--- src/logic/mem_stage_pkg.sv ---
package mem_stage_pkg;

    // datapath widths
    // the load extension logic is written for a 32-bit word
    localparam int DATA_W     = 32;
    localparam int REG_ADDR_W = 5;
    localparam int FUNCT3_W   = 3;
    localparam int BE_W       = DATA_W / 8;

    // one-hot opcode class vector, one bit per class
    localparam int OPCODE_W  = 8;
    localparam int OP_LOAD   = 0;
    localparam int OP_STORE  = 1;
    localparam int OP_RTYPE  = 2;
    localparam int OP_ITYPE  = 3;
    localparam int OP_JAL    = 4;
    localparam int OP_JALR   = 5;
    localparam int OP_LUI    = 6;
    localparam int OP_AUIPC  = 7;

    // funct3 access size codes, shared by loads and stores
    localparam logic [FUNCT3_W-1:0] F3_B  = 3'd0;
    localparam logic [FUNCT3_W-1:0] F3_H  = 3'd1;
    localparam logic [FUNCT3_W-1:0] F3_W  = 3'd2;
    localparam logic [FUNCT3_W-1:0] F3_BU = 3'd4;
    localparam logic [FUNCT3_W-1:0] F3_HU = 3'd5;

    // instruction as handed over by the execute stage
    typedef struct packed {
        logic [OPCODE_W-1:0]   opcode;
        logic [FUNCT3_W-1:0]   funct3;
        logic [REG_ADDR_W-1:0] rd_addr;
        // register write requested by decode
        logic                  we_reg;
        // effective address for memory ops, ALU result otherwise
        logic [DATA_W-1:0]     alu_value;
        // store data
        logic [DATA_W-1:0]     rs2_data;
        // result for non-memory ops
        logic [DATA_W-1:0]     rd_data;
    } ex_mem_t;

    // record handed to write-back
    typedef struct packed {
        logic [OPCODE_W-1:0]   opcode;
        logic [FUNCT3_W-1:0]   funct3;
        logic [REG_ADDR_W-1:0] rd_addr;
        logic                  rd_we;
        logic [DATA_W-1:0]     rd_data;
    } mem_wb_t;

endpackage

--- src/logic/store_align.sv ---
`timescale 1ns/1ps

module store_align (
    input  logic [mem_stage_pkg::FUNCT3_W-1:0] funct3,
    input  logic [1:0]                         offset,
    input  logic [mem_stage_pkg::DATA_W-1:0]   rs2_data,
    output logic [mem_stage_pkg::DATA_W-1:0]   wdata,
    output logic [mem_stage_pkg::BE_W-1:0]     be
);
    import mem_stage_pkg::*;

    // byte offset as a bit shift
    logic [4:0] bit_shift;

    assign bit_shift = {offset, 3'b000};

    always_comb begin
        wdata = '0;
        be    = '0;
        case (funct3)
            F3_B: begin
                // byte copied into every lane, one lane enabled
                wdata = {4{rs2_data[7:0]}} << bit_shift;
                be    = 4'b0001 << offset;
            end
            F3_H: begin
                // halfword crossing the word edge is not split
                if (offset != 2'd3) begin
                    wdata = {2{rs2_data[15:0]}} << bit_shift;
                    be    = 4'b0011 << offset;
                end
            end
            F3_W: begin
                // full word, low address bits ignored
                wdata = rs2_data;
                be    = 4'b1111;
            end
            default: begin
                wdata = '0;
                be    = '0;
            end
        endcase
    end

endmodule

--- src/logic/data_ram.sv ---
`timescale 1ns/1ps

module data_ram #(
    parameter int MEM_ADDR_W  = 5,
    parameter int RAM_LATENCY = 2
) (
    input  logic                             me_clk,
    input  logic                             me_rst,
    input  logic                             req,
    input  logic                             we,
    input  logic [MEM_ADDR_W-1:0]            addr,
    input  logic [mem_stage_pkg::BE_W-1:0]   be,
    input  logic [mem_stage_pkg::DATA_W-1:0] wdata,
    output logic                             ack,
    output logic [mem_stage_pkg::DATA_W-1:0] rdata
);
    import mem_stage_pkg::*;

    localparam int DEPTH = 1 << MEM_ADDR_W;

    logic [DATA_W-1:0]      mem [DEPTH];
    logic [RAM_LATENCY-1:0] ack_sr;
    logic [DATA_W-1:0]      rd_pipe [RAM_LATENCY];

    // storage array, zeroed at reset
    always_ff @(posedge me_clk or negedge me_rst) begin
        if (!me_rst) begin
            for (int w = 0; w < DEPTH; w++) begin
                mem[w] <= '0;
            end
        end else if (req && we) begin
            // byte lanes written independently
            for (int b = 0; b < BE_W; b++) begin
                if (be[b]) begin
                    mem[addr][8*b +: 8] <= wdata[8*b +: 8];
                end
            end
        end
    end

    // fixed latency ack, one stage per cycle
    always_ff @(posedge me_clk or negedge me_rst) begin
        if (!me_rst) begin
            ack_sr <= '0;
        end else begin
            ack_sr[0] <= req;
            for (int i = 1; i < RAM_LATENCY; i++) begin
                ack_sr[i] <= ack_sr[i-1];
            end
        end
    end

    // read word follows the same delay as ack
    always_ff @(posedge me_clk) begin
        if (req && !we) begin
            rd_pipe[0] <= mem[addr];
        end
        for (int i = 1; i < RAM_LATENCY; i++) begin
            rd_pipe[i] <= rd_pipe[i-1];
        end
    end

    assign ack   = ack_sr[RAM_LATENCY-1];
    assign rdata = rd_pipe[RAM_LATENCY-1];

endmodule

--- src/logic/load_extend.sv ---
`timescale 1ns/1ps

module load_extend (
    input  logic [mem_stage_pkg::FUNCT3_W-1:0] funct3,
    input  logic [1:0]                         offset,
    input  logic [mem_stage_pkg::DATA_W-1:0]   rdata,
    output logic [mem_stage_pkg::DATA_W-1:0]   value
);
    import mem_stage_pkg::*;

    // addressed byte moved down to lane 0
    logic [DATA_W-1:0] raw;

    assign raw = rdata >> {offset, 3'b000};

    always_comb begin
        case (funct3)
            F3_B: begin
                value = {{(DATA_W-8){raw[7]}}, raw[7:0]};
            end
            F3_BU: begin
                value = {{(DATA_W-8){1'b0}}, raw[7:0]};
            end
            F3_H: begin
                value = {{(DATA_W-16){raw[15]}}, raw[15:0]};
            end
            F3_HU: begin
                value = {{(DATA_W-16){1'b0}}, raw[15:0]};
            end
            F3_W: begin
                // upper lanes already zero filled for unaligned words
                value = raw;
            end
            default: begin
                value = '0;
            end
        endcase
    end

endmodule

--- src/logic/mem_access_unit.sv ---
`timescale 1ns/1ps

module mem_access_unit #(
    parameter int MEM_ADDR_W  = 5,
    parameter int RAM_LATENCY = 2
) (
    input  logic                   me_clk,
    input  logic                   me_rst,
    input  logic                   ce,
    input  logic                   flush,
    input  mem_stage_pkg::ex_mem_t ex,
    output logic                   busy,
    output logic                   mem_done,
    output mem_stage_pkg::mem_wb_t mem_rec
);
    import mem_stage_pkg::*;

    // room for every request the RAM can hold in flight
    localparam int SKIP_W = $clog2(RAM_LATENCY + 1);

    logic                  is_load;
    logic                  is_store;
    logic                  req;
    logic                  ack;
    logic                  ack_live;
    logic                  ack_stale;
    logic                  drop;
    logic [SKIP_W-1:0]     skip_cnt;
    logic [BE_W-1:0]       be;
    logic [DATA_W-1:0]     wdata;
    logic [DATA_W-1:0]     rdata;
    logic [DATA_W-1:0]     load_value;
    logic [OPCODE_W-1:0]   opcode_q;
    logic [FUNCT3_W-1:0]   funct3_q;
    logic [REG_ADDR_W-1:0] rd_addr_q;
    logic [1:0]            offset_q;
    logic                  load_q;

    assign is_load  = ex.opcode[OP_LOAD];
    assign is_store = ex.opcode[OP_STORE];

    // request strobes in the accept cycle itself
    assign req = ce && !flush && !busy && (is_load || is_store);

    // acks of flushed requests still drain out of the RAM in order
    assign ack_live  = ack && (skip_cnt == '0);
    assign ack_stale = ack && (skip_cnt != '0);
    assign drop      = busy && flush && !ack_live;

    always_ff @(posedge me_clk or negedge me_rst) begin
        if (!me_rst) begin
            busy     <= 1'b0;
            skip_cnt <= '0;
        end else begin
            if (req) begin
                busy <= 1'b1;
            end else if (ack_live || flush) begin
                busy <= 1'b0;
            end
            skip_cnt <= skip_cnt + SKIP_W'(drop) - SKIP_W'(ack_stale);
        end
    end

    // details of the pending access, needed again on ack
    always_ff @(posedge me_clk) begin
        if (req) begin
            opcode_q  <= ex.opcode;
            funct3_q  <= ex.funct3;
            rd_addr_q <= ex.rd_addr;
            offset_q  <= ex.alu_value[1:0];
            load_q    <= is_load;
        end
    end

    store_align u_store_align (
        .funct3   (ex.funct3),
        .offset   (ex.alu_value[1:0]),
        .rs2_data (ex.rs2_data),
        .wdata    (wdata),
        .be       (be)
    );

    data_ram #(
        .MEM_ADDR_W  (MEM_ADDR_W),
        .RAM_LATENCY (RAM_LATENCY)
    ) u_data_ram (
        .me_clk (me_clk),
        .me_rst (me_rst),
        .req    (req),
        .we     (is_store),
        .addr   (ex.alu_value[MEM_ADDR_W+1:2]),
        .be     (be),
        .wdata  (wdata),
        .ack    (ack),
        .rdata  (rdata)
    );

    load_extend u_load_extend (
        .funct3 (funct3_q),
        .offset (offset_q),
        .rdata  (rdata),
        .value  (load_value)
    );

    // a live ack only ever answers the pending request
    assign mem_done = ack_live;

    // stores retire with no register write
    always_comb begin
        mem_rec.opcode  = opcode_q;
        mem_rec.funct3  = funct3_q;
        mem_rec.rd_addr = rd_addr_q;
        mem_rec.rd_we   = load_q;
        mem_rec.rd_data = load_q ? load_value : '0;
    end

endmodule

--- src/logic/reg_passthrough.sv ---
`timescale 1ns/1ps

module reg_passthrough (
    input  logic                   me_clk,
    input  logic                   me_rst,
    input  logic                   ce,
    input  logic                   flush,
    input  logic                   busy,
    input  mem_stage_pkg::ex_mem_t ex,
    output logic                   alu_done,
    output mem_stage_pkg::mem_wb_t alu_rec
);
    import mem_stage_pkg::*;

    logic is_mem;
    logic writes_reg;
    logic accept;

    assign is_mem = ex.opcode[OP_LOAD] || ex.opcode[OP_STORE];

    // classes that produce a register result
    assign writes_reg = ex.opcode[OP_RTYPE] || ex.opcode[OP_ITYPE] ||
                        ex.opcode[OP_JAL]   || ex.opcode[OP_JALR]  ||
                        ex.opcode[OP_LUI]   || ex.opcode[OP_AUIPC];

    // nothing is taken while a memory access is pending
    assign accept = ce && !flush && !busy && !is_mem;

    always_ff @(posedge me_clk or negedge me_rst) begin
        if (!me_rst) begin
            alu_done <= 1'b0;
        end else begin
            alu_done <= accept;
        end
    end

    always_ff @(posedge me_clk) begin
        if (accept) begin
            alu_rec.opcode  <= ex.opcode;
            alu_rec.funct3  <= ex.funct3;
            alu_rec.rd_addr <= ex.rd_addr;
            alu_rec.rd_we   <= ex.we_reg && writes_reg;
            alu_rec.rd_data <= ex.rd_data;
        end
    end

endmodule

--- src/logic/writeback_merge.sv ---
`timescale 1ns/1ps

module writeback_merge (
    input  logic                   me_clk,
    input  logic                   me_rst,
    input  logic                   flush,
    input  logic                   busy,
    input  logic                   alu_done,
    input  mem_stage_pkg::mem_wb_t alu_rec,
    input  logic                   mem_done,
    input  mem_stage_pkg::mem_wb_t mem_rec,
    output mem_stage_pkg::mem_wb_t wb,
    output logic                   wb_ce,
    output logic                   stall,
    output logic                   flush_q
);
    import mem_stage_pkg::*;

    logic    commit;
    mem_wb_t sel_rec;

    // a flush in the done cycle squashes the result
    assign commit = (alu_done || mem_done) && !flush;

    // only one instruction in flight, so the done pulses never overlap
    assign sel_rec = mem_done ? mem_rec : alu_rec;

    always_ff @(posedge me_clk or negedge me_rst) begin
        if (!me_rst) begin
            wb      <= '0;
            wb_ce   <= 1'b0;
            flush_q <= 1'b0;
        end else begin
            wb_ce   <= commit;
            flush_q <= flush;
            if (commit) begin
                wb <= sel_rec;
            end
        end
    end

    // upstream holds while the RAM access is open
    assign stall = busy;

endmodule

--- src/logic/mem_stage.sv ---
`timescale 1ns/1ps

module mem_stage #(
    parameter int MEM_ADDR_W  = 5,
    parameter int RAM_LATENCY = 2
) (
    input  logic                   me_clk,
    input  logic                   me_rst,
    input  logic                   ce,
    input  logic                   flush,
    input  mem_stage_pkg::ex_mem_t ex,
    output mem_stage_pkg::mem_wb_t wb,
    output logic                   wb_ce,
    output logic                   stall,
    output logic                   flush_q
);
    import mem_stage_pkg::*;

    logic    busy;
    logic    mem_done;
    logic    alu_done;
    mem_wb_t mem_rec;
    mem_wb_t alu_rec;

    // loads and stores
    mem_access_unit #(
        .MEM_ADDR_W  (MEM_ADDR_W),
        .RAM_LATENCY (RAM_LATENCY)
    ) u_mem_access_unit (
        .me_clk   (me_clk),
        .me_rst   (me_rst),
        .ce       (ce),
        .flush    (flush),
        .ex       (ex),
        .busy     (busy),
        .mem_done (mem_done),
        .mem_rec  (mem_rec)
    );

    // every other class
    reg_passthrough u_reg_passthrough (
        .me_clk   (me_clk),
        .me_rst   (me_rst),
        .ce       (ce),
        .flush    (flush),
        .busy     (busy),
        .ex       (ex),
        .alu_done (alu_done),
        .alu_rec  (alu_rec)
    );

    writeback_merge u_writeback_merge (
        .me_clk   (me_clk),
        .me_rst   (me_rst),
        .flush    (flush),
        .busy     (busy),
        .alu_done (alu_done),
        .alu_rec  (alu_rec),
        .mem_done (mem_done),
        .mem_rec  (mem_rec),
        .wb       (wb),
        .wb_ce    (wb_ce),
        .stall    (stall),
        .flush_q  (flush_q)
    );

endmodule

--- config.mk ---
export PLATFORM = sky130hd
export DESIGN_NAME = mem_stage
export DESIGN_NICKNAME = d
export VERILOG_FILES = /design/src/logic/mem_stage_pkg.sv /design/src/logic/store_align.sv /design/src/logic/data_ram.sv /design/src/logic/load_extend.sv /design/src/logic/mem_access_unit.sv /design/src/logic/reg_passthrough.sv /design/src/logic/writeback_merge.sv /design/src/logic/mem_stage.sv
export SDC_FILE = /design/constraint.sdc
export NUM_CORES = 2
export LEC_CHECK = 0
export ABC_CLOCK_PERIOD_IN_PS = 16750
export BUFFER_PORTS_ARGS = -buffer_cell sky130_fd_sc_hd__buf_2
export CORE_AREA = 2 2 337 339
export DETAILED_ROUTE_END_ITERATION = 10
export DIE_AREA = 0 0 339 341
export PLACE_DENSITY = 0.71
export SYNTH_ARGS = -nofsm -noshare
export SYNTH_HDL_FRONTEND = slang
export SYNTH_HIERARCHICAL = 1
export SYNTH_SLANG_ARGS = --single-unit
--- constraint.sdc ---
create_clock -name me_clk -period 16.75 [get_ports me_clk]
set_input_delay 2.5125 -clock me_clk [delete_from_list [all_inputs] [get_ports me_clk]]
set_output_delay 2.5125 -clock me_clk [all_outputs]
set_load 0.03 [all_outputs]
==> results.tsv <==
stage	metric	value	unit
detailed_routing	avgViaCountPerCell	6.007	
setup_path	crit_arrival	7.09	ns
global_route	grt_overflow_total	0	
clock_tree	cts_num_sinks	1212	
detailed_routing	vias	33970	
floorplan	die-area	0.1156	mm2
cells_and_area	multi_input_area	0.02347	mm2
power_and_ir_drop	pwr-share-clk	0.440	
setup_path	cpMostUsedCell	buf_4	
detailed_routing	first_iter_violations	2622	
power_and_ir_drop	swShare	0.2389	
cells_and_area	drive_gt1_frac	0.3652	
global_route	grt_usage	0.2457	
detailed_routing	post-route-drc-count	0	
power_and_ir_drop	combPwrFrac	0.068	
sta	fin_setup_tns	0	ns
global_route	top_usage_layer	met2	
cells_and_area	area_growth	10.24	%
setup_path	critPathTopFamily	buffers and inverters	
setup_path	path_max_fanout	72	
place	dp_hpwl	90880	um
detailed_routing	drtPass1Iterations	5	
power_and_ir_drop	ir_drop	0.00008777	V
detailed_routing	wl_per_cell	25.34	um
floorplan	die_w	339	um
floorplan	initial_core_util	0.4978	
sta	worst_slew_pin_slew	1.260	ns
sta	maxSlewViolCount	0	
global_route	grt_pass1_vias	34520	
power_and_ir_drop	power_frac_seq	0.492	
logic_synthesis	synth_edf_count	99	
clock_tree	clk_pin_slew	0.06	ns
setup_path	slowest_stage	buf_4	
cells_and_area	fillers	9206	
clock_tree	cts-htree-levels	3	
logic_synthesis	synth-main-ff-cell	dfrtp_1	
floorplan	fp.coreArea	0.1119	mm2
setup_path	endpoint_kind	register	
setup_path	startpoint_type	input pin	
sta	setup_ws	10.05	ns
run_status	status	complete, no violations	
sta	setup_viol	0	
logic_synthesis	async_reset_ff_frac	0.8919	
logic_synthesis	syn_avg_cell_area	13.79	um2
clock_tree	ctsResizeCount	0	
setup_path	max_stage_delay	0.99	ns
setup_path	crit_buf_inv	4	
global_route	grt.met1_usage	0.3469	
sta	maxSlewHeadroom	0.1568	
place	io_buffers	143	
logic_synthesis	synthesis.nets	4164	
power_and_ir_drop	p_switching	1.474	mW
global_route	antenna_found_initial	3	
clock_tree	cts_root_buf	clkbuf_16	
cells_and_area	final_net_count	4175	
place	dp_slack	9.405	ns
detailed_routing	drtAntennaViolNets	0	
setup_path	critPathRequiredTime	17.14	ns
job	maxCapViolCount	0	
clock_tree	cts_tree	built	
global_route	use_met3	0.03041	
setup_path	reg2reg_depth	5	
logic_synthesis	synth_cell_types	69	
global_route	met2_usage	0.3952	
floorplan	rows	123	
sta	hold_violations	0	
clock_tree	cts_buffers	121	
place	post_dp_cell_area	0.05738	mm2
clock_tree	clk_latency	0.71	ns
setup_path	crit_chain	buf_8 -> buf_4 -> buf_4 -> buf_4 -> mux2i_1 -> o22ai_1 -> nor4_1 -> nand2_1	
setup_path	path_depth	8	
power_and_ir_drop	power_density	100.5	mW/mm2
floorplan	io_pins	169	
logic_synthesis	synth_cells	4040	
floorplan	dieHeight	341	um
sta	fmax	149.3	MHz
global_route	grt_start_max_net_pins	199	
cells_and_area	seq_area	0.03066	mm2
clock_tree	cts_buffer_depth	3	
cells_and_area	fin_area	0.06140	mm2
sta	rsz0062_at_grt	false	
logic_synthesis	ys_seq_elements	1212	
sta	post-route-min-period	6.696	ns
detailed_routing	wl	143300	um
sta	finalCritPeriodShare	0.3998	
place	gp_congestion	0.8276	
setup_path	crit_type	input pin to register	
hold_path	worstHoldPathType	register to register	
global_route	grt_pass1_wl	217700	um
power_and_ir_drop	p_int	4.697	mW
logic_synthesis	yosysWarnings	6	
power_and_ir_drop	p_leak	29.56	nW
logic_synthesis	synth_area	0.05569	mm2
clock_tree	cts_setup_buffers	0	
hold_path	whs_path_depth	0	
sta	fin_skew	0.03093	ns
logic_synthesis	seq_area_frac_synth	0.5506	
clock_tree	cts_hold_buf	0	
cells_and_area	fin_util	0.5488	
==> cells in the mapped netlist (9+ instances only) <==
master,n,share of area
a21oi_1,11,0.00099
a22oi_1,22,0.0030
and2_1,42,0.0047
buf_1,9,0.00061
buf_2,82,0.0074
buf_4,50,0.0067
buf_6,14,0.0028
clkbuf_1,172,0.012
dfrtp_1,1081,0.49
dfxtp_1,32,0.012
edfxtp_1,99,0.053
mux2_1,84,0.017
mux2_2,954,0.19
mux2i_1,529,0.095
nand2_1,98,0.0066
nand2_2,12,0.0013
nor2_1,72,0.0049
nor2_2,18,0.0020
nor2_4,51,0.010
nor2_8,12,0.0043
nor2b_1,14,0.0016
nor4_1,65,0.0073
o211ai_1,11,0.0015
o21ai_0,9,0.00081
o22ai_1,309,0.035
o22ai_2,11,0.0025
o32ai_1,46,0.0072
==> placed cells by master, fill, tap and decap left out, drive strengths merged, types with 22 or more instances in the layout <==
| cell | n |
|---|---|
| clkbuf | 176 |
| dfxtp | 32 |
| a22oi | 22 |
| nor2 | 153 |
| o22ai | 320 |
| mux2 | 1040 |
| nor4 | 65 |
| o32ai | 49 |
| and2 | 42 |
| clkinv | 31 |
| edfxtp | 99 |
| dfrtp | 1081 |
| nand2 | 110 |
| mux2i | 529 |
| buf | 219 |
==> power by group through the flow <==
stage          clock network [mW]  registers (mW)  logic [mW]
2_1_floorplan                   0            3.12       0.214
3_5_place_dp                    0            3.09       0.421
5_1_grt                      2.89            3.04       0.450
6_report                     2.72            3.03       0.420
3_3_place_gp                    0            3.09       0.416
4_1_cts                      2.76            3.03       0.421
==> through the flow <==
stage / std cells / power, mW / hold WS [ns]
final: 5655 / 6.171 / 0.3425
after global routing: 5655 / 6.374 / 0.3480
after CTS: 5654 / 6.219 / 0.3386
after detailed placement: 5428 / 3.509 / 0.3278
after global placement: 5428 / 3.503 / 0.3253
after floorplan: 4040 / 3.337 / 0.3233
==> cells by family after synthesis <==
kind of cell               Yosys count  synth area share
muxes                             1569            0.3055
DFF                               1212            0.5506
and+or+nand+nor                    457           0.05405
AOI/OAI and AO/OA                  454           0.05765
buffers and inverters              339           0.03035
adders and majority gates            7          0.001573
xor gates and xnor gates             2         0.0003146
==> worst paths after layout <==
check / to / start / slack (ns)
max reg2reg: u_mem_access_unit/u_data_ram/mem[471] / u_mem_access_unit/busy / 13.88
max in group asynchronous: u_mem_access_unit/u_data_ram/mem[75] / me_rst / 11.51
max: u_mem_access_unit/u_data_ram/rd_pipe[0][5] / ex[67] / 10.05
min in group asynchronous: u_writeback_merge/wb[23] / me_rst / 1.86
min: u_mem_access_unit/u_data_ram/rd_pipe[0][42] / u_mem_access_unit/u_data_ram/rd_pipe[0][10] / 0.34
min reg2reg: u_mem_access_unit/u_data_ram/rd_pipe[0][42] / u_mem_access_unit/u_data_ram/rd_pipe[0][10] / 0.34
==> registers in the layout (all words and copies together) (netlist names) <==
name                                  cells
u_writeback_merge/wb_ce                   1
u_mem_access_unit/busy                    1
u_mem_access_unit/skip_cnt                2
u_mem_access_unit/u_data_ram/mem       1024
u_mem_access_unit/opcode_q                8
u_reg_passthrough/alu_rec                49
u_writeback_merge/flush_q                 1
u_reg_passthrough/alu_done                1
u_mem_access_unit/funct3_q                3
u_mem_access_unit/rd_addr_q               5
u_mem_access_unit/u_data_ram/ack_sr       2
u_mem_access_unit/u_data_ram/rd_pipe     64
u_writeback_merge/wb                     49
u_mem_access_unit/offset_q                2
==> layer usage <==
layer / vias to the layer above / part of all wire
li1: 14990 / -
met1: 17870 / 0.45
met2: 876 / 0.47
met3: 234 / 0.048
met4: 0 / 0.033
met5: - / 0
==> area by class of cell <==
cell class / count / share of cell area
repair buffers: 219 / 0.02168
well taps: 1500 / 0.03057
diodes: 1 / 0.00004076
clock buffers: 176 / 0.05759
clock inverters: 50 / 0.007866
flip-flops and latches: 1212 / 0.4994
inverters: 8 / 0.0004891
multi-input cells: 2489 / 0.3823
(Power assumes the default switching activity.)
